$ cat src/source/rv64_pkg.sv
// shared constants for the RV64I execute pipe; BR_LTU and BR_GEU reuse the BR_LT and BR_GE codes
package rv64_pkg;

  localparam int XLEN       = 64;
  localparam int REG_ADDR_W = 5;
  localparam int ALU_OP_W   = 5;
  localparam int BR_W       = 3;

  localparam logic [ALU_OP_W-1:0] ALU_ADD    = 5'b00000;
  localparam logic [ALU_OP_W-1:0] ALU_SLL    = 5'b00001;
  localparam logic [ALU_OP_W-1:0] ALU_SLT    = 5'b00010;
  localparam logic [ALU_OP_W-1:0] ALU_COPY_B = 5'b00011;  // lui
  localparam logic [ALU_OP_W-1:0] ALU_XOR    = 5'b00100;
  localparam logic [ALU_OP_W-1:0] ALU_SRL    = 5'b00101;
  localparam logic [ALU_OP_W-1:0] ALU_OR     = 5'b00110;
  localparam logic [ALU_OP_W-1:0] ALU_AND    = 5'b00111;
  localparam logic [ALU_OP_W-1:0] ALU_SUB    = 5'b01000;
  localparam logic [ALU_OP_W-1:0] ALU_SLTU   = 5'b01010;
  localparam logic [ALU_OP_W-1:0] ALU_SRA    = 5'b01101;
  localparam logic [ALU_OP_W-1:0] ALU_MUL    = 5'b11100;
  localparam logic [ALU_OP_W-1:0] ALU_NONE   = 5'b11111;

  // unsigned branches share codes with signed ones, the alu op tells them apart
  localparam logic [BR_W-1:0] BR_NONE = 3'b000;
  localparam logic [BR_W-1:0] BR_JAL  = 3'b001;
  localparam logic [BR_W-1:0] BR_JALR = 3'b010;
  localparam logic [BR_W-1:0] BR_EQ   = 3'b100;
  localparam logic [BR_W-1:0] BR_NE   = 3'b101;
  localparam logic [BR_W-1:0] BR_LT   = 3'b110;
  localparam logic [BR_W-1:0] BR_GE   = 3'b111;
  localparam logic [BR_W-1:0] BR_LTU  = 3'b110;
  localparam logic [BR_W-1:0] BR_GEU  = 3'b111;

  localparam logic ASRC_RS1 = 1'b0;
  localparam logic ASRC_PC  = 1'b1;

  localparam logic [1:0] BSRC_RS2  = 2'b00;
  localparam logic [1:0] BSRC_IMM  = 2'b01;
  localparam logic [1:0] BSRC_FOUR = 2'b10;  // return address pc + 4

endpackage

$ cat src/source/rv64_regfile.sv
// 32 x 64-bit, asynchronous reads with no internal write-through; x0 reads zero
`timescale 1ns/1ps

module rv64_regfile (
  input  logic                            i_clk,
  input  logic                            i_rst_n,
  input  logic [rv64_pkg::REG_ADDR_W-1:0] i_ra,
  input  logic [rv64_pkg::REG_ADDR_W-1:0] i_rb,
  output logic [rv64_pkg::XLEN-1:0]       o_rdata_a,
  output logic [rv64_pkg::XLEN-1:0]       o_rdata_b,
  input  logic                            i_we,
  input  logic [rv64_pkg::REG_ADDR_W-1:0] i_wa,
  input  logic [rv64_pkg::XLEN-1:0]       i_wdata
);

  logic [rv64_pkg::XLEN-1:0] regs [2**rv64_pkg::REG_ADDR_W];

  always_ff @(posedge i_clk) begin
    if (!i_rst_n) begin
      for (int i = 0; i < 2**rv64_pkg::REG_ADDR_W; i++)
        regs[i] <= '0;
    end else if (i_we && i_wa != '0) begin  // x0 writes dropped
      regs[i_wa] <= i_wdata;
    end
  end

  assign o_rdata_a = (i_ra == '0) ? '0 : regs[i_ra];
  assign o_rdata_b = (i_rb == '0) ? '0 : regs[i_rb];

  // write port comes from the ex stage, whose rd may be zero
  assert property (@(posedge i_clk) disable iff (!i_rst_n) regs[0] == '0);

endmodule

$ cat config.mk
export PLATFORM = sky130hd
export DESIGN_NAME = rv64_regfile
export DESIGN_NICKNAME = d
export VERILOG_FILES = /design/src/source/rv64_pkg.sv /design/src/source/rv64_regfile.sv
export SDC_FILE = /design/constraint.sdc
export NUM_CORES = 2
export LEC_CHECK = 0
export ABC_AREA = 1
export BUFFER_PORTS_ARGS = -buffer_cell sky130_fd_sc_hd__buf_4
export CORE_MARGIN = 4
export CORE_UTILIZATION = 41
export CTS_CLUSTER_DIAMETER = 30
export DETAILED_ROUTE_END_ITERATION = 8
export GPL_ROUTABILITY_DRIVEN = 0
export PLACE_DENSITY_LB_ADDON = 0.15
export SYNTH_ARGS = -nofsm -noshare
export SYNTH_HDL_FRONTEND = slang
export SYNTH_SLANG_ARGS = --single-unit
export TNS_END_PERCENT = 100
$ cat constraint.sdc
create_clock -name i_clk -period 3.5 [get_ports i_clk]
set_clock_uncertainty 0.1 [all_clocks]
set_input_delay 0.525 -clock i_clk [delete_from_list [all_inputs] [get_ports i_clk]]
set_output_delay 0.525 -clock i_clk [all_outputs]
set_load 0.01 [all_outputs]
==> results.yml <==
clocking:
  max_root_sink_buffers: 4
  cts_inserted_buffers: 536
  clk_root_buffer_cell: "sky130_fd_sc_hd__clkbuf_16"
  cts_tree: "built"
  worst_setup_hold_path_clk_slew_ns: 0.04
  numClockSinks: 2048
  cts_setup_buffers: 0
  cts-htree-levels: 6
final_layout:
  design.final.nets: 14800
  largest_register_ff_count: 2048
  design_area_um2: 141000
  post_layout_nonfiller_instances: 18900
  top_register: "regs"
  drive_above_1_share_pct: 11.7
  area.growth.synth_to_final_pct: 23.2
  fill_cells: 25900
  core_utilization_of_the_finished_layout_pct: 50.9
  largestRegisters: "regs x2048"
power:
  comb_power_share_pct: 11.0
  power.internal_mw: 63.8
  net-switching-power_mw: 23.5
  clkPwrFrac_pct: 55.6
  ir_worst_vdd_mv: 0.458
  seqPwrFrac_pct: 33.4
  sw_share_pct: 26.9
  powerDensity_nw_per_um2: 619
  fin_total_pwr_mw: 87.3
  leakage_nw: 60.1
placement:
  preCtsSetupSlack_ns: -0.193
  post-place-cells: 17900
  hpwl_um: 294000
  postPlaceCellArea_um2: 123000
  io_buffers: 209
worst_setup_path:
  path_buf_inv: 6
  path_class: "in2out"
  end_kind: "output pin"
  cpMaxStageDelayCell: "sky130_fd_sc_hd__nor2_2"
  cp_common_cell: "sky130_fd_sc_hd__nand2_1"
  worstPathMaxFanout: 49
  critical_path.max_stage_delay_ns: 0.35
  type_of_origin_of_the_critical_path: "input pin"
  required_time_reported_for_the_critical_path_endpoint_ns: 2.87
  timing.critical_path.arrival_ns: 2.77
  path_delay_family: "buffers and inverters"
  cell_by_cell_trace_of_the_critical_path: "buf_8 > buf_12 > buf_12 > buf_4 > nand2_1 > nand3_1 > nand3_1 > nand2_1 > nand2_1 > nand2_1 > nor2_1 > nor2_2 > buf_4 > buf_4"
floorplan:
  fp-row-count: 193
  overall_die_area_um2: 288000
  floorplan.die.height_um: 537
  start_util_pct: 41.3
  core_region_area_um2: 277000
  die_w_um: 537
  pin_count: 210
timing:
  slew_headroom_pct: 16.6
  min_period_over_period_pct: 97.1
  worst_hold_slack_ns: 0.0428
  setup_tns_ns: 0
  maxClockFrequency_mhz: 294
  setup_viol_count_final: 0
  final_hold_viol_count: 0
  timing.final.max_slew_violations: 0
  final_critical_path_setup_slack_ns: 0.102
  period_minus_slack_ns: 3.40
  grt_setup_unrepaired: "no"
  worst_pin_slew_ns: 1.25
synth:
  synth_seq_area_share_pct: 53.7
  synth.avg_cell_area_um2: 7.86
  synth_enable_flop_cells: 2048
  postSynthRegisterBits: 2048
  synth_warnings: 0
  dominantRegCellSynth: "sky130_fd_sc_hd__edfxtp_1"
  synth.cell_area_um2: 115000
  postSynthCellCount: 14600
  ys_types: 24
  ys_async_sr_fraction_pct: 0
min_path:
  holdCritPathClass: "in2reg"
global_route:
  track_usage_pct: 35.7
  grt_pass1_vias: 103000
  initial_antenna_violation_count: 16
  wire_length_of_the_first_global_routing_pass_um: 748000
  overflow: 0
  grt_max_degree: 99
detailed_routing:
  detail_route.wirelength_um: 531000
  route.detailed.vias_per_inst: 5.87
  detail_route.drc_violations: 0
  drt-wirelength-per-cell_um: 28.1
  drt_iter0_markers: 17600
  drt-pass1-iter-count: 7
  drtAntennaViolNets: 0
  detailroute.via_count: 111000
run:
  maxCapViolations: 0
status:
  outcome: "finished clean"
-- final cells by class --
type	count	area, µm²	area share [%]
clock inverters	338	3890	2.76
multi-input cells	11000	45800	32.5
clock buffers	625	13900	9.83
well taps	3705	4640	3.29
repair buffers	860	10100	7.13
diodes	9	22.5	0.0160
flip-flops and latches	2048	61500	43.6
inverters	328	1310	0.925
-- cell usage after synthesis (all sizes together) (7+ instances only) --
master / n / share of area (%)
nor2: 3498 / 12
a21oi: 128 / 0.56
o211ai: 100 / 0.66
buf: 795 / 4.3
nand2: 4436 / 15
o21ai: 661 / 2.9
and3: 7 / 0.038
inv: 325 / 1.1
edfxtp: 2048 / 54
clkbuf: 492 / 1.6
nor3: 8 / 0.035
nand3: 2070 / 9.0
-- worst min-delay path: cells and delay by family --
kind,cells,cell delay (ns)
buf+inv,3,0.36
simple gates,1,0.13
-- layer usage --
| metal | GRT usage (%) | vias to the layer above | routed length [µm] |
|---|---|---|---|
| li1 | - | 48200 | - |
| met4 | 20.0 | 10 | 33500 |
| met3 | 7.24 | 1693 | 66300 |
| met5 | 0 | - | 92 |
| met2 | 54.0 | 8307 | 230000 |
| met1 | 47.9 | 52600 | 201000 |
-- placed cells by master, fill, tap and decap left out, types with 8 or more instances in the layout --
master                       count
sky130_fd_sc_hd__clkinvlp_4     24
sky130_fd_sc_hd__clkinv_2       96
sky130_fd_sc_hd__nor2_2         44
sky130_fd_sc_hd__nand2_1      4374
sky130_fd_sc_hd__o21ai_0       611
sky130_fd_sc_hd__nor2_1       3450
sky130_fd_sc_hd__diode_2         9
sky130_fd_sc_hd__buf_4         561
sky130_fd_sc_hd__clkbuf_16     542
sky130_fd_sc_hd__clkinv_4       15
sky130_fd_sc_hd__inv_16         15
sky130_fd_sc_hd__nand3_1      2069
sky130_fd_sc_hd__buf_8           8
sky130_fd_sc_hd__o211ai_1      100
sky130_fd_sc_hd__buf_12        281
sky130_fd_sc_hd__inv_2           8
sky130_fd_sc_hd__clkbuf_1       83
sky130_fd_sc_hd__nor3_1          8
sky130_fd_sc_hd__inv_1         308
sky130_fd_sc_hd__clkinv_8       13
sky130_fd_sc_hd__edfxtp_1     2048
sky130_fd_sc_hd__o21ai_1        50
sky130_fd_sc_hd__inv_6          19
sky130_fd_sc_hd__conb_1         64
sky130_fd_sc_hd__bufinv_16      57
sky130_fd_sc_hd__clkinv_1       91
sky130_fd_sc_hd__clkinv_16      14
sky130_fd_sc_hd__nand2_4        62
sky130_fd_sc_hd__a21oi_1       128
-- cell families after synthesis --
kind of cell    after synthesis  share of synthesized area, %
buf+inv                    1615                          6.99
compound gates              889                          4.10
simple gates              10000                          35.2
flops                      2048                          53.7
other cells                   1                       0.00327
-- power by group through the flow --
stage / Clock [mW] / Combinational (mW) / Sequential [mW]
6_report: 48.5 / 9.58 / 29.2
5_1_grt: 50.1 / 10.2 / 29.3
4_1_cts: 48.7 / 9.34 / 29.1
3_5_place_dp: 0 / 9.29 / 29.5
3_3_place_gp: 0 / 9.28 / 29.5
2_1_floorplan: 0 / 5.06 / 29.4
-- worst paths after layout --
check       start                        end  cells past startpoint
max       i_ra[0]              o_rdata_a[13]                     14
min    i_wdata[8]  regs[27][8]$_SDFFCE_PN0P_                      4
-- what timing repair did --
item	4_1_cts	5_1_grt
setup endpoints to repair	2	5
hold buffers	7	0
resized for setup	2	5
hold endpoints to repair	71	0
(Power assumes the default switching activity.)
