**src/source/rv64_pkg.sv**
```systemverilog
// shared constants for the RV64I execute pipe; BR_LTU and BR_GEU reuse the BR_LT and BR_GE codes
package rv64_pkg;

  localparam int XLEN       = 64;
  localparam int REG_ADDR_W = 5;
  localparam int ALU_OP_W   = 5;
  localparam int BR_W       = 3;

  localparam logic [ALU_OP_W-1:0] ALU_ADD    = 5'b00000;
  localparam logic [ALU_OP_W-1:0] ALU_SLL    = 5'b00001;
  localparam logic [ALU_OP_W-1:0] ALU_SLT    = 5'b00010;
  localparam logic [ALU_OP_W-1:0] ALU_COPY_B = 5'b00011;  // lui
  localparam logic [ALU_OP_W-1:0] ALU_XOR    = 5'b00100;
  localparam logic [ALU_OP_W-1:0] ALU_SRL    = 5'b00101;
  localparam logic [ALU_OP_W-1:0] ALU_OR     = 5'b00110;
  localparam logic [ALU_OP_W-1:0] ALU_AND    = 5'b00111;
  localparam logic [ALU_OP_W-1:0] ALU_SUB    = 5'b01000;
  localparam logic [ALU_OP_W-1:0] ALU_SLTU   = 5'b01010;
  localparam logic [ALU_OP_W-1:0] ALU_SRA    = 5'b01101;
  localparam logic [ALU_OP_W-1:0] ALU_MUL    = 5'b11100;
  localparam logic [ALU_OP_W-1:0] ALU_NONE   = 5'b11111;

  // unsigned branches share codes with signed ones, the alu op tells them apart
  localparam logic [BR_W-1:0] BR_NONE = 3'b000;
  localparam logic [BR_W-1:0] BR_JAL  = 3'b001;
  localparam logic [BR_W-1:0] BR_JALR = 3'b010;
  localparam logic [BR_W-1:0] BR_EQ   = 3'b100;
  localparam logic [BR_W-1:0] BR_NE   = 3'b101;
  localparam logic [BR_W-1:0] BR_LT   = 3'b110;
  localparam logic [BR_W-1:0] BR_GE   = 3'b111;
  localparam logic [BR_W-1:0] BR_LTU  = 3'b110;
  localparam logic [BR_W-1:0] BR_GEU  = 3'b111;

  localparam logic ASRC_RS1 = 1'b0;
  localparam logic ASRC_PC  = 1'b1;

  localparam logic [1:0] BSRC_RS2  = 2'b00;
  localparam logic [1:0] BSRC_IMM  = 2'b01;
  localparam logic [1:0] BSRC_FOUR = 2'b10;  // return address pc + 4

endpackage

```
**src/source/rv64_id_stage.sv**
```systemverilog
// decode with ex-stage bypass; no hazard stall since ex results are ready in one cycle
`timescale 1ns/1ps

module rv64_id_stage (
  input  logic                            i_clk,
  input  logic                            i_rst_n,
  input  logic                            i_inst_valid,
  input  logic [31:0]                     i_inst,
  input  logic [rv64_pkg::XLEN-1:0]       i_pc,
  output logic [rv64_pkg::REG_ADDR_W-1:0] o_ra,
  output logic [rv64_pkg::REG_ADDR_W-1:0] o_rb,
  input  logic [rv64_pkg::XLEN-1:0]       i_rdata_a,
  input  logic [rv64_pkg::XLEN-1:0]       i_rdata_b,
  input  logic                            i_ex_we,
  input  logic [rv64_pkg::REG_ADDR_W-1:0] i_ex_rd,
  input  logic [rv64_pkg::XLEN-1:0]       i_ex_result,
  output logic                            o_valid,
  output logic [rv64_pkg::XLEN-1:0]       o_pc,
  output logic [rv64_pkg::XLEN-1:0]       o_a_val,
  output logic [rv64_pkg::XLEN-1:0]       o_b_val,
  output logic [rv64_pkg::XLEN-1:0]       o_imm,
  output logic [rv64_pkg::REG_ADDR_W-1:0] o_rd,
  output logic [rv64_pkg::ALU_OP_W-1:0]   o_alu_op,
  output logic                            o_asrc,
  output logic [1:0]                      o_bsrc,
  output logic [rv64_pkg::BR_W-1:0]       o_branch,
  output logic                            o_word_cut,
  output logic                            o_reg_wr,
  output logic                            o_ebreak,
  output logic                            o_illegal
);

  logic [rv64_pkg::XLEN-1:0]       imm;
  logic [rv64_pkg::REG_ADDR_W-1:0] rd;
  logic [rv64_pkg::ALU_OP_W-1:0]   alu_op;
  logic [1:0]                      bsrc;
  logic [rv64_pkg::BR_W-1:0]       branch;
  logic asrc, word_cut, reg_wr, ebreak, illegal;

  rv64_idu rv64_idu_i (
    .i_inst     (i_inst),
    .o_imm      (imm),
    .o_rs1      (o_ra),
    .o_rs2      (o_rb),
    .o_rd       (rd),
    .o_alu_op   (alu_op),
    .o_asrc     (asrc),
    .o_bsrc     (bsrc),
    .o_branch   (branch),
    .o_word_cut (word_cut),
    .o_reg_wr   (reg_wr),
    .o_ebreak   (ebreak),
    .o_illegal  (illegal)
  );

  wire byp_a = i_ex_we && (i_ex_rd != '0) && (i_ex_rd == o_ra);
  wire byp_b = i_ex_we && (i_ex_rd != '0) && (i_ex_rd == o_rb);

  always_ff @(posedge i_clk) begin
    if (!i_rst_n)
      o_valid <= 1'b0;
    else
      o_valid <= i_inst_valid;
  end

  always_ff @(posedge i_clk) begin  // payload, qualified by o_valid
    o_pc       <= i_pc;
    o_a_val    <= byp_a ? i_ex_result : i_rdata_a;
    o_b_val    <= byp_b ? i_ex_result : i_rdata_b;
    o_imm      <= imm;
    o_rd       <= rd;
    o_alu_op   <= alu_op;
    o_asrc     <= asrc;
    o_bsrc     <= bsrc;
    o_branch   <= branch;
    o_word_cut <= word_cut;
    o_reg_wr   <= reg_wr;
    o_ebreak   <= ebreak;
    o_illegal  <= illegal;
  end

  assert property (@(posedge i_clk) disable iff (!i_rst_n) o_valid |-> !(o_reg_wr && o_illegal));

endmodule

```
**src/source/rv64_idu.sv**
```systemverilog
// RV64I plus mul/mulw only; loads, stores, div, rem and system ops other than ebreak are illegal
`timescale 1ns/1ps

module rv64_idu (
  input  logic [31:0]                     i_inst,
  output logic [rv64_pkg::XLEN-1:0]       o_imm,
  output logic [rv64_pkg::REG_ADDR_W-1:0] o_rs1,
  output logic [rv64_pkg::REG_ADDR_W-1:0] o_rs2,
  output logic [rv64_pkg::REG_ADDR_W-1:0] o_rd,
  output logic [rv64_pkg::ALU_OP_W-1:0]   o_alu_op,
  output logic                            o_asrc,
  output logic [1:0]                      o_bsrc,
  output logic [rv64_pkg::BR_W-1:0]       o_branch,
  output logic                            o_word_cut,
  output logic                            o_reg_wr,
  output logic                            o_ebreak,
  output logic                            o_illegal
);

  wire [6:0] opcode = i_inst[6:0];
  wire [2:0] funct3 = i_inst[14:12];
  wire [6:0] funct7 = i_inst[31:25];

  assign o_rs1 = i_inst[19:15];
  assign o_rs2 = i_inst[24:20];
  assign o_rd  = i_inst[11:7];

  wire [63:0] imm_i = {{52{i_inst[31]}}, i_inst[31:20]};
  wire [63:0] imm_u = {{32{i_inst[31]}}, i_inst[31:12], 12'b0};
  wire [63:0] imm_s = {{52{i_inst[31]}}, i_inst[31:25], i_inst[11:7]};
  wire [63:0] imm_b = {{52{i_inst[31]}}, i_inst[7], i_inst[30:25], i_inst[11:8], 1'b0};
  wire [63:0] imm_j = {{44{i_inst[31]}}, i_inst[19:12], i_inst[20], i_inst[30:21], 1'b0};

  wire op_lui   = (opcode == 7'b0110111);
  wire op_auipc = (opcode == 7'b0010111);
  wire op_jal   = (opcode == 7'b1101111);
  wire op_jalr  = (opcode == 7'b1100111) & (funct3 == 3'b000);
  wire op_br    = (opcode == 7'b1100011);
  wire op_store = (opcode == 7'b0100011);  // only for the immediate, never legal
  wire op_imm   = (opcode == 7'b0010011);
  wire op_immw  = (opcode == 7'b0011011);
  wire op_reg   = (opcode == 7'b0110011);
  wire op_regw  = (opcode == 7'b0111011);

  wire f7_zero = (funct7 == 7'b0000000);
  wire f7_alt  = (funct7 == 7'b0100000);
  wire f7_mul  = (funct7 == 7'b0000001);

  wire v_br   = op_br & (funct3[2:1] != 2'b01);
  // 64-bit immediate shifts carry a 6-bit shamt, so funct7 bit 0 is free
  wire v_imm  = op_imm & ((funct3 == 3'b001) ? (funct7[6:1] == 6'b000000) :
                (funct3 == 3'b101) ? (funct7[6:1] == 6'b000000 || funct7[6:1] == 6'b010000) :
                1'b1);
  wire v_immw = op_immw & ((funct3 == 3'b000) | (funct3 == 3'b001) & f7_zero |
                (funct3 == 3'b101) & (f7_zero | f7_alt));
  wire v_reg  = op_reg & (f7_zero | f7_alt & (funct3 == 3'b000 || funct3 == 3'b101) |
                f7_mul & (funct3 == 3'b000));
  wire v_regw = op_regw & ((funct3 == 3'b000) & (f7_zero | f7_alt | f7_mul) |
                (funct3 == 3'b001) & f7_zero | (funct3 == 3'b101) & (f7_zero | f7_alt));

  wire is_mul  = (v_reg | v_regw) & f7_mul;
  wire is_sub  = (v_reg | v_regw) & f7_alt;  // sub and sra share funct7
  wire is_ebrk = (i_inst == 32'h0010_0073);
  wire legal   = |{op_lui, op_auipc, op_jal, op_jalr, v_br, v_imm, v_immw, v_reg, v_regw,
                   is_ebrk};

  assign o_ebreak   = is_ebrk;
  assign o_illegal  = !legal;
  assign o_reg_wr   = legal & !v_br & !is_ebrk;
  assign o_word_cut = v_immw | v_regw;
  assign o_asrc     = (op_auipc | op_jal | op_jalr) ? rv64_pkg::ASRC_PC : rv64_pkg::ASRC_RS1;
  assign o_bsrc     = (op_jal | op_jalr) ? rv64_pkg::BSRC_FOUR :
                      (op_lui | op_auipc | v_imm | v_immw) ? rv64_pkg::BSRC_IMM :
                      rv64_pkg::BSRC_RS2;

  always_comb begin
    if (op_lui | op_auipc)
      o_imm = imm_u;
    else if (op_jal)
      o_imm = imm_j;
    else if (op_br)
      o_imm = imm_b;
    else if (op_store)
      o_imm = imm_s;
    else
      o_imm = imm_i;
  end

  always_comb begin
    o_alu_op = rv64_pkg::ALU_NONE;
    if (is_mul)
      o_alu_op = rv64_pkg::ALU_MUL;
    else if (op_lui)
      o_alu_op = rv64_pkg::ALU_COPY_B;
    else if (op_auipc | op_jal | op_jalr)
      o_alu_op = rv64_pkg::ALU_ADD;
    else if (v_br)
      o_alu_op = funct3[1] ? rv64_pkg::ALU_SLTU : rv64_pkg::ALU_SLT;  // bltu/bgeu unsigned
    else if (v_imm | v_immw | v_reg | v_regw) begin
      case (funct3)
        3'b000:  o_alu_op = is_sub ? rv64_pkg::ALU_SUB : rv64_pkg::ALU_ADD;
        3'b001:  o_alu_op = rv64_pkg::ALU_SLL;
        3'b010:  o_alu_op = rv64_pkg::ALU_SLT;
        3'b011:  o_alu_op = rv64_pkg::ALU_SLTU;
        3'b100:  o_alu_op = rv64_pkg::ALU_XOR;
        3'b101:  o_alu_op = funct7[5] ? rv64_pkg::ALU_SRA : rv64_pkg::ALU_SRL;
        3'b110:  o_alu_op = rv64_pkg::ALU_OR;
        default: o_alu_op = rv64_pkg::ALU_AND;
      endcase
    end
  end

  always_comb begin
    o_branch = rv64_pkg::BR_NONE;
    if (op_jal)
      o_branch = rv64_pkg::BR_JAL;
    else if (op_jalr)
      o_branch = rv64_pkg::BR_JALR;
    else if (v_br) begin
      case (funct3)
        3'b000:  o_branch = rv64_pkg::BR_EQ;
        3'b001:  o_branch = rv64_pkg::BR_NE;
        3'b100:  o_branch = rv64_pkg::BR_LT;
        3'b101:  o_branch = rv64_pkg::BR_GE;
        3'b110:  o_branch = rv64_pkg::BR_LTU;
        default: o_branch = rv64_pkg::BR_GEU;
      endcase
    end
  end

endmodule

```
**config.mk**
```make
export PLATFORM = sky130hd
export DESIGN_NAME = rv64_id_stage
export DESIGN_NICKNAME = d
export VERILOG_FILES = /design/src/source/rv64_pkg.sv /design/src/source/rv64_id_stage.sv /design/src/source/rv64_idu.sv
export SDC_FILE = /design/constraint.sdc
export NUM_CORES = 1
export LEC_CHECK = 0
export ABC_AREA = 1
export BUFFER_PORTS_ARGS = -buffer_cell sky130_fd_sc_hd__buf_2
export CAP_MARGIN = 20
export CORE_AREA = 2 2 230 232
export CTS_BUF_LIST = sky130_fd_sc_hd__clkbuf_2
export CTS_CLUSTER_DIAMETER = 200
export DETAILED_ROUTE_END_ITERATION = 8
export DIE_AREA = 0 0 232 234
export PLACE_DENSITY = 0.43
export SYNTH_ARGS = -nofsm -noshare
export SYNTH_HDL_FRONTEND = slang
export SYNTH_HIERARCHICAL = 1
export SYNTH_SLANG_ARGS = --single-unit
```
**constraint.sdc**
```tcl
create_clock -name i_clk -period 1.35 [get_ports i_clk]
set_input_delay 0.0675 -clock i_clk [delete_from_list [all_inputs] [get_ports i_clk]]
set_output_delay 0.0675 -clock i_clk [all_outputs]
set_load 0.01 [all_outputs]
```
==> impl_metrics.tcl, run 1 <==
set metrics [dict create \
    gp_congestion 0.8617 \
    ios 584 \
    dpl_cell_area_um2 13120 \
    post-cts-setup-buffers 0 \
    fp-row-count 84 \
    cts_resized 269 \
    clockBufferDepth 3 \
    netlist_area_um2 9333 \
    status "aborted with a tool error" \
    seq_area_frac_synth_pct 59.42 \
    cts_buffers 78 \
    syn_inst 1021 \
    root_buffer "clkbuf_2" \
    synth_ff_type "dfxtp_1" \
    synth_edf_count 0 \
    hold_buffers 484 \
    synth_area_leader_cell "dfxtp_1" \
    synth_area_leaders "dfxtp_1 (59%), nand2_1 (13%), buf_4 (5.3%)" \
    yosysUniqueCellTypes 36 \
    die_w_um 232 \
    yosys_warnings 6 \
    syn_nets 1318 \
    avgSynthCellArea_um2 9.141 \
    clock-sinks 277 \
    die_y_um 234 \
    ys_ff_latch 277 \
    port-buffer-count 583 \
    initial_core_util_pct 17.94 \
    error "[ERROR RSZ-0060] Max buffer count reached." \
    synth_top_area_share_pct 59.42 \
    post-dp-hpwl_um 31660 \
    haltStage "clock tree synthesis (4_1_cts)" \
    synth-async-reset-ratio_pct 0 \
    h-tree-depth 3 \
]
## cell usage after synthesis, types with 6 or more instances
| cell type | count |
|---|---|
| a21oi_1 | 8 |
| buf_2 | 14 |
| buf_4 | 66 |
| buf_6 | 6 |
| buf_8 | 6 |
| dfxtp_1 | 277 |
| inv_1 | 43 |
| inv_2 | 13 |
| nand2_1 | 322 |
| nand2_2 | 8 |
| nand3_1 | 79 |
| nand3_2 | 7 |
| nand4_1 | 68 |
| nor2_1 | 35 |
| nor2_2 | 6 |
| nor3_1 | 7 |
| o21ai_0 | 17 |
## stage by stage
step,instances,setup slack [ps],util (%)
floorplan,1021,261.3,-
global placement,2280,-375.4,25.22
detailed placement,2280,-364.7,25.22
## logic make-up after synthesis
| kind of cell | after synthesis | share of synthesized area (%) |
|---|---|---|
| flops | 277 | 59.42 |
| buf+inv | 153 | 10.36 |
| compound gates | 36 | 2.252 |
| xor+xnor | 5 | 0.4693 |
| simple gates | 550 | 27.50 |
==> inputs of run 2 (changes only) <==
Settings changed: CORE_AREA 2 2 230 232 to 2 2 226 228, CTS_BUF_LIST sky130_fd_sc_hd__clkbuf_2 to unset, CTS_CLUSTER_DIAMETER 200 to unset, DIE_AREA 0 0 232 234 to 0 0 228 230, PLACE_DENSITY 0.43 to unset, PLACE_DENSITY_LB_ADDON set to 0.15.
==> impl_metrics.tcl, run 2 <==
set metrics [dict create \
    netlist_area_um2 9333 \
    power_w 0.02137 \
    grt_pass1_vias 10847 \
    power.leakage_nw 9.016 \
    initial_core_util_pct 18.72 \
    clk_pin_slew_ps 50 \
    synth_commonest_cells "nand2_1 (322), dfxtp_1 (277), nand3_1 (79), nand4_1 (68), buf_4 (66)" \
    grt_pass1_wl_um 65720 \
    rsz0062_at_grt "true" \
    maxSlewHeadroom_pct 71.91 \
    yosys_warnings 6 \
    synth_ff_type "dfxtp_1" \
    ios 584 \
    pre_cts_ws_ps -62.65 \
    post-dp-hpwl_um 33080 \
    cts_buffers 36 \
    syn_nets 1318 \
    vias 10579 \
    critPathKind "input port to flop" \
    seq_area_frac_synth_pct 59.42 \
    fp-row-count 82 \
    port-buffer-count 583 \
    peakVddDrop_mv 0.5463 \
    crit_buf_inv 4 \
    synth-async-reset-ratio_pct 0 \
    cts_tree "built" \
    h-tree-depth 2 \
    setup_viol_count_final 1 \
    first_pass_iters 5 \
    finalWorstSetupSlack_ps -6.342 \
    synth_most_common_cell "nand2_1" \
    nFillCells 5217 \
    ys_ff_latch 277 \
    fin_nets 2268 \
    areaGrowthSynthToFinish_pct 92.72 \
    cp_top_family "buffers and inverters" \
    post-route-util_pct 36.07 \
    cpMostUsedCell "nand2_1" \
    p_sw_w 0.005336 \
    drt_iter0_drc 405 \
    post-route-drc-count 0 \
    cp_num_cells 11 \
    drv_slew 0 \
    cp-start-kind "input port" \
    hold_viol_final 0 \
    worst_pin_slew_ps 419.8 \
    ant_nets 0 \
    grt_antenna_before_repair 8 \
    cp-end-kind "flop" \
    die_w_um 228 \
    crit_fanout 38 \
    post_drt_wl_per_cell_um 17.11 \
    via_per_inst 3.964 \
    gp_congestion 0.8557 \
    drive_above_1_share_pct 40.06 \
    wl_um 45660 \
    synth_edf_count 0 \
    clockBufferDepth 3 \
    grt_overflow 0 \
    startpoint "i_ex_rd[4]" \
    status "finished, violations left" \
    groute.usage.overall_pct 16.45 \
    synth_area_leaders "dfxtp_1 (59%), nand2_1 (13%), buf_4 (5.3%)" \
    critPathSlowestCell "dlygate4sd3_1" \
    critPathCapture "o_a_val[0]" \
    critPathArrivalTime_ps 1820 \
    clockPowerShare_pct 43.1 \
    comb_power_share_pct 15.8 \
    swShare_pct 24.96 \
    cpPeakStageDelay_ps 580 \
    clock-sinks 277 \
    synth_area_leader_cell "dfxtp_1" \
    pwr-share-seq_pct 41.1 \
    final_common_cell "buf_2" \
    finalCriticalPeriod_ps 1356 \
    core_um2 49860 \
    yosysUniqueCellTypes 36 \
    synth_top_area_share_pct 59.42 \
    die_y_um 230 \
    power_density_nw_per_um2 1188 \
    root_buffer "clkbuf_16" \
    intPower_w 0.01604 \
    critical_path_required_ps 1820 \
    period_share_pct 100.5 \
    fmax_mhz 737.3 \
    hold_class "input port to flop" \
    cap_violations 0 \
    violations "setup timing" \
    syn_inst 1021 \
    fin_tns_setup_ps -6.342 \
    regArea_um2 5545 \
    design.die.area_um2 52440 \
    crit_chain "buf_2 -> inv_1 -> nand2_1 -> nand2_2 -> nor2_4 -> nand2_4 -> nor2_8 -> buf_12 -> nand3_1 -> nand2_1 -> dlygate4sd3_1" \
    multiInputGateArea_um2 2998 \
    grt_max_degree 65 \
    avgSynthCellArea_um2 9.141 \
    layout_common_cells "buf_2 (573), dlygate4sd3_1 (343), nand2_1 (311)" \
]
run 2: routing by layer:
metal | up-vias | share of wire [%] | GRT usage, %
li1 | 5144 | - | -
met1 | 4944 | 39 | 17.96
met2 | 399 | 51 | 29.88
met3 | 86 | 6.7 | 4.861
met4 | 6 | 3.2 | 6.373
met5 | - | 0.072 | 0
run 2: power by group through the flow:
stage | combinational [W] | sequential [W] | clock (W)
floorplan | 0.000766 | 0.00922 | 0
global placement | 0.00242 | 0.00896 | 0
detailed placement | 0.00241 | 0.00896 | 0
CTS | 0.00330 | 0.00878 | 0.00953
global route | 0.00364 | 0.00883 | 0.00983
finish | 0.00338 | 0.00879 | 0.00921
run 2: cell type report:
cell class	count	area share (%)
repair buffers	1009	40.29
flip-flops and latches	277	30.83
multi-input cells	591	16.67
clock buffers	50	5.649
well taps	672	4.675
inverters	56	1.197
clock inverters	9	0.6191
diodes	5	0.06957
run 2: worst min path at each step:
stage | startpoint | end | slack, ps | cells past startpoint
after floorplan | i_pc[0] | o_pc[0] | 100 | 0
after global placement | i_pc[12] | o_pc[12] | 170 | 1
after detailed placement | i_pc[52] | o_pc[52] | 170 | 1
after CTS | i_inst[24] | o_imm[4] | 5 | 4
after global routing | i_inst[24] | o_imm[4] | 20 | 4
final | i_inst[24] | o_imm[4] | 40 | 4
run 2: logic make-up (layout without fill, tap and decap cells):
kind of cell	count (synthesis)	count (layout)	share of synthesized area (%)
and+or+nand+nor	550	550	27.50
DFF	277	277	59.42
buffers and inverters	153	1124	10.36
AOI/OAI and AO/OA	36	36	2.252
xor gates and xnor gates	5	5	0.4693
other	0	5	0
run 2: worst min-delay path, cell delays in order:
cell	delay, ps
buf_2	180
buf_4	170
inv_1	60
a21oi_1	50
run 2: what timing repair did:
action	4_1_cts	5_1_grt
hold buffers	350	0
endpoints found under the hold margin	263	0
gates resized for setup	0	62
setup buffers	0	9
endpoints found under the setup margin	0	106
run 2: through the flow:
stage	hold slack (ps)	instances	area [um^2]
floorplan	95.22	1021	9333
global placement	170.7	2249	13040
detailed placement	171.2	2249	13040
CTS	5.335	2658	17670
global route	22.01	2668	17980
finish	43.76	2669	17990
Note: power is estimated with default switching activity, not from simulation.
==> inputs of run 3 (changes only) <==
Settings changed: SKIP_LAST_GASP set to 1.
==> impl_metrics.tcl, run 3 (synthesized netlist as in run 2, its figures left out) <==
set metrics [dict create \
    grt_antenna_before_repair 8 \
    clockBufferDepth 3 \
    maxSlewHeadroom_pct 72.20 \
    setup_viol_count_final 1 \
    critical_path_required_ps 1760 \
    cp-start-kind "input port" \
    grt_overflow 0 \
    min_from "i_inst[24]" \
    final_cell_area_um2 17970 \
    grt_pass1_vias 10847 \
    cp-end-kind "flop" \
    cts_buffers 36 \
    grt_max_degree 65 \
    critPathArrivalTime_ps 1760 \
    critPathKind "input port to flop" \
    areaGrowthSynthToFinish_pct 92.51 \
    power_density_nw_per_um2 1189 \
    holdPathStages 4 \
    crit_chain "buf_2 -> xnor2_1 -> nand2_1 -> nor2_4 -> nand3_4 -> buf_12 -> nand2_1 -> nand2_1 -> dlygate4sd3_1" \
    crit_fanout 32 \
    dpl_cell_area_um2 13040 \
    core_um2 49860 \
    layout_common_cells "buf_2 (573), dlygate4sd3_1 (344), nand2_1 (311)" \
    wl_um 45550 \
    finalWorstSetupSlack_ps -3.189 \
    status "finished, violations left" \
    first_pass_iters 5 \
    die_w_um 228 \
    post-route-util_pct 36.03 \
    rsz0062_at_grt "true" \
    gp_congestion 0.8557 \
    cpMostUsedCell "nand2_1" \
    crit_buf_inv 3 \
    fp-row-count 82 \
    post-route-drc-count 0 \
    grt_pass1_wl_um 65720 \
    critPathSlowestCell "dlygate4sd3_1" \
    fin_nets 2268 \
    violations "setup timing" \
    final_common_cell "buf_2" \
    cpPeakStageDelay_ps 590 \
    clock-sinks 277 \
    hold_viol_final 0 \
    worst_pin_slew_ps 415.5 \
    die_y_um 230 \
    initial_core_util_pct 18.72 \
    ios 584 \
    drt_iter0_drc 350 \
    ant_nets 0 \
    design.die.area_um2 52440 \
    post_drt_wl_per_cell_um 17.07 \
    groute.usage.overall_pct 16.45 \
    drv_slew 0 \
    vias 10541 \
    drive_above_1_share_pct 39.86 \
    cp_top_family "buffers and inverters" \
    h-tree-depth 2 \
    hold_class "input port to flop" \
    period_share_pct 100.2 \
    peakVddDrop_mv 0.5435 \
    cts_tree "built" \
    finalCriticalPeriod_ps 1353 \
    power.leakage_nw 9.007 \
    via_per_inst 3.949 \
    fin_tns_setup_ps -3.189 \
    whs_endpoint "o_imm[4]" \
    clk_pin_slew_ps 50 \
    cap_violations 0 \
    root_buffer "clkbuf_16" \
    post-dp-hpwl_um 33080 \
    port-buffer-count 583 \
    fmax_mhz 739.0 \
]
run 3: worst max-delay path by stage:
stage	from	to	slack, ps	cells past startpoint
floorplan	i_inst[1]	o_imm[21]	260	8
global placement	i_inst[23]	o_reg_wr	-90	11
detailed placement	i_inst[27]	o_alu_op[2]	-60	13
CTS	i_inst[22]	o_reg_wr	3	12
global route	i_inst[21]	o_b_val[0]	-50	9
finish	i_inst[21]	o_b_val[0]	-3	9
run 3: repair_timing:
| item | 4_1_cts | 5_1_grt |
|---|---|---|
| hold buffers | 350 | 0 |
| setup endpoints to repair | 0 | 106 |
| hold endpoints to repair | 263 | 0 |
| setup buffers | 0 | 9 |
| gates resized for setup | 0 | 57 |
run 3: report_power, final:
part	internal (W)	total (W)	leakage (nW)	switching, W
combinational	0.00175	0.00337	6.13	0.00162
clock	0.00562	0.00920	0.546	0.00358
sequential	0.00867	0.00879	2.33	0.000119
run 3: layout make-up:
| cell class | instances | area (um^2) |
|---|---|---|
| Antenna cell | 5 | 12.51 |
| Fill cell | 5221 | 31900 |
| Clock inverter | 9 | 111.4 |
| Inverter | 56 | 215.2 |
| Multi-Input combinational cell | 591 | 2980 |
| Clock buffer | 50 | 1016 |
| Sequential cell | 277 | 5545 |
| Timing Repair Buffer | 1009 | 7244 |
| Tap cell | 672 | 840.8 |
run 3: metal layers:
metal | track usage (%) | routed length, um | vias to the layer above
met5 | 0 | 39 | -
met4 | 6.373 | 1492 | 6
met3 | 4.861 | 3137 | 86
met2 | 29.88 | 23380 | 405
met1 | 17.96 | 17500 | 4904
li1 | - | - | 5140
run 3: stage by stage:
step           std cells  total power (W)  hold WS [ps]  setup WS (ps)
2_1_floorplan       1021         0.009989         95.22          261.3
3_5_place_dp        2249          0.01137         171.2         -62.65
3_3_place_gp        2249          0.01138         170.7         -92.50
6_report            2669          0.02136         39.87         -3.189
4_1_cts             2658          0.02161         5.335          3.028
5_1_grt             2668          0.02229         22.01         -53.41
==> inputs of run 4 (changes only) <==
Settings changed: ABC_AREA 1 to unset.
==> impl_metrics.tcl, run 4 <==
set metrics [dict create \
    status "completed" \
    layout_common_cells "buf_2 (583), dlygate4sd3_1 (286), dfxtp_1 (277)" \
    port-buffer-count 583 \
    seq_area_frac_synth_pct 62.85 \
    cts_buffers 35 \
    pre_cts_ws_ps -853.6 \
    drv_slew 0 \
    worst_pin_slew_ps 494.7 \
    initial_core_util_pct 17.70 \
    cp-start-kind "input port" \
    synth_top_area_share_pct 62.85 \
    rsz0062_at_grt "false" \
    grt_pass1_wl_um 56000 \
    vias 8132 \
    cpPeakStageDelay_ps 550 \
    syn_nets 924 \
    root_buffer "clkbuf_16" \
    crit_chain "buf_2 -> or4_4 -> buf_4 -> o211a_4 -> buf_12 -> mux2_4" \
    period_share_pct 99.09 \
    placed_cells_incl_taps 1895 \
    synth_area_leader_cell "dfxtp_1" \
    cap_violations 0 \
    ys_ff_latch 277 \
    ios 584 \
    gp_congestion 0.8503 \
    grt_overflow 0 \
    cp-end-kind "flop" \
    synth_edf_count 0 \
    critPathArrivalTime_ps 1760 \
    power_density_nw_per_um2 1222 \
    first_pass_iters 4 \
    clockBufferDepth 3 \
    post_drt_wl_per_cell_um 17.05 \
    wl_um 38270 \
    power_w 0.02078 \
    synth_commonest_cells "dfxtp_1 (277), mux2_4 (60), mux2_1 (52), buf_4 (48), a21o_1 (20)" \
    cts_tree "built" \
    crit_fanout 21 \
    drt_iter0_drc 219 \
    ant_nets 0 \
    grt_max_degree 34 \
    grt_pass1_vias 8949 \
    via_per_inst 3.624 \
    netlist_area_um2 8823 \
    clock-sinks 277 \
    core_um2 49860 \
    fmax_mhz 747.6 \
    yosys_warnings 6 \
    die_w_um 228 \
    post-dp-hpwl_um 29470 \
    groute.usage.overall_pct 14.15 \
    die_y_um 230 \
    critPathKind "input port to flop" \
    power.leakage_nw 8.164 \
    synth_area_leaders "dfxtp_1 (63%), mux2_4 (10%), mux2_1 (6.6%)" \
    fin_nets 1844 \
    synth_ff_type "dfxtp_1" \
    hold_viol_final 0 \
    yosysUniqueCellTypes 56 \
    fp-row-count 82 \
    synth-async-reset-ratio_pct 0 \
    drive_above_1_share_pct 55.09 \
    antenna_cells 0 \
    synth_most_common_cell "dfxtp_1" \
    post-route-drc-count 0 \
    finalWorstSetupSlack_ps 12.35 \
    areaGrowthSynthToFinish_pct 92.70 \
    clk_pin_slew_ps 60 \
    peakVddDrop_mv 0.7703 \
    design.die.area_um2 52440 \
    maxSlewHeadroom_pct 66.17 \
    hold_class "input port to flop" \
    instances_no_fill 2244 \
    grt_antenna_before_repair 2 \
    critical_path_required_ps 1770 \
    critPathSlowestCell "or4_4" \
    syn_inst 627 \
    setup_viol_count_final 0 \
    finalCriticalPeriod_ps 1338 \
    avgSynthCellArea_um2 14.07 \
    final_common_cell "buf_2" \
    h-tree-depth 2 \
]
run 4: routing by layer:
layer  vias up  share of wire [%]  global-route usage [%]
met2       344                 51                   25.80
met4         4                4.2                   6.822
met1      3735                 37                   14.43
met3        92                7.9                   4.898
li1       3957                  -                       -
met5         -              0.055                       0
run 4: critical path, delay by kind of cell:
family / cells / cell delay (ps)
simple gates: 1 / 550
mux: 1 / 310
buf+inv: 3 / 490
compound gates: 1 / 310
run 4: through the flow:
step                hold slack [ps]  TNS (ps)  area (um^2)  utilization (%)
floorplan                     95.22    -28140         9141                -
global placement              169.9    -87810        12990            26.04
detailed placement            171.2    -90410        12990            26.04
CTS                           14.08         0        17000            34.10
global route                  34.43         0        17000            34.10
finish                        41.90         0        17000            34.10
run 4: area by class of cell:
cell class	instances	area, um^2
clock buffers	51	1016
repair buffers	954	6481
inverters	5	18.77
multi-input cells	274	2982
flip-flops and latches	277	5545
well taps	672	840.8
clock inverters	11	118.9
fillers	5101	32860
run 4: final timing paths:
path | startpoint | slack [ps] | cells past startpoint | endpoint
min | i_inst[7] | 40 | 5 | o_ebreak
max | i_ex_rd[4] | 10 | 6 | o_a_val[54]
run 4: cells by family after synthesis:
logic type	count (synthesis)	share of synthesized area, %
flops	277	62.85
mux	134	19.57
simple gates	80	5.871
buf+inv	76	6.495
compound gates	49	4.127
xor+xnor	11	1.092
run 4: timing repair:
item,in CTS,in global routing
resized for setup,0,0
buffers inserted,1,0
hold endpoints to repair,264,0
hold buffers,286,0
endpoints found under the setup margin,64,0
run 4: power breakdown:
part / switching [W] / internal (W)
sequential: 0.000110 / 0.00864
clock: 0.00372 / 0.00547
combinational: 0.00116 / 0.00167
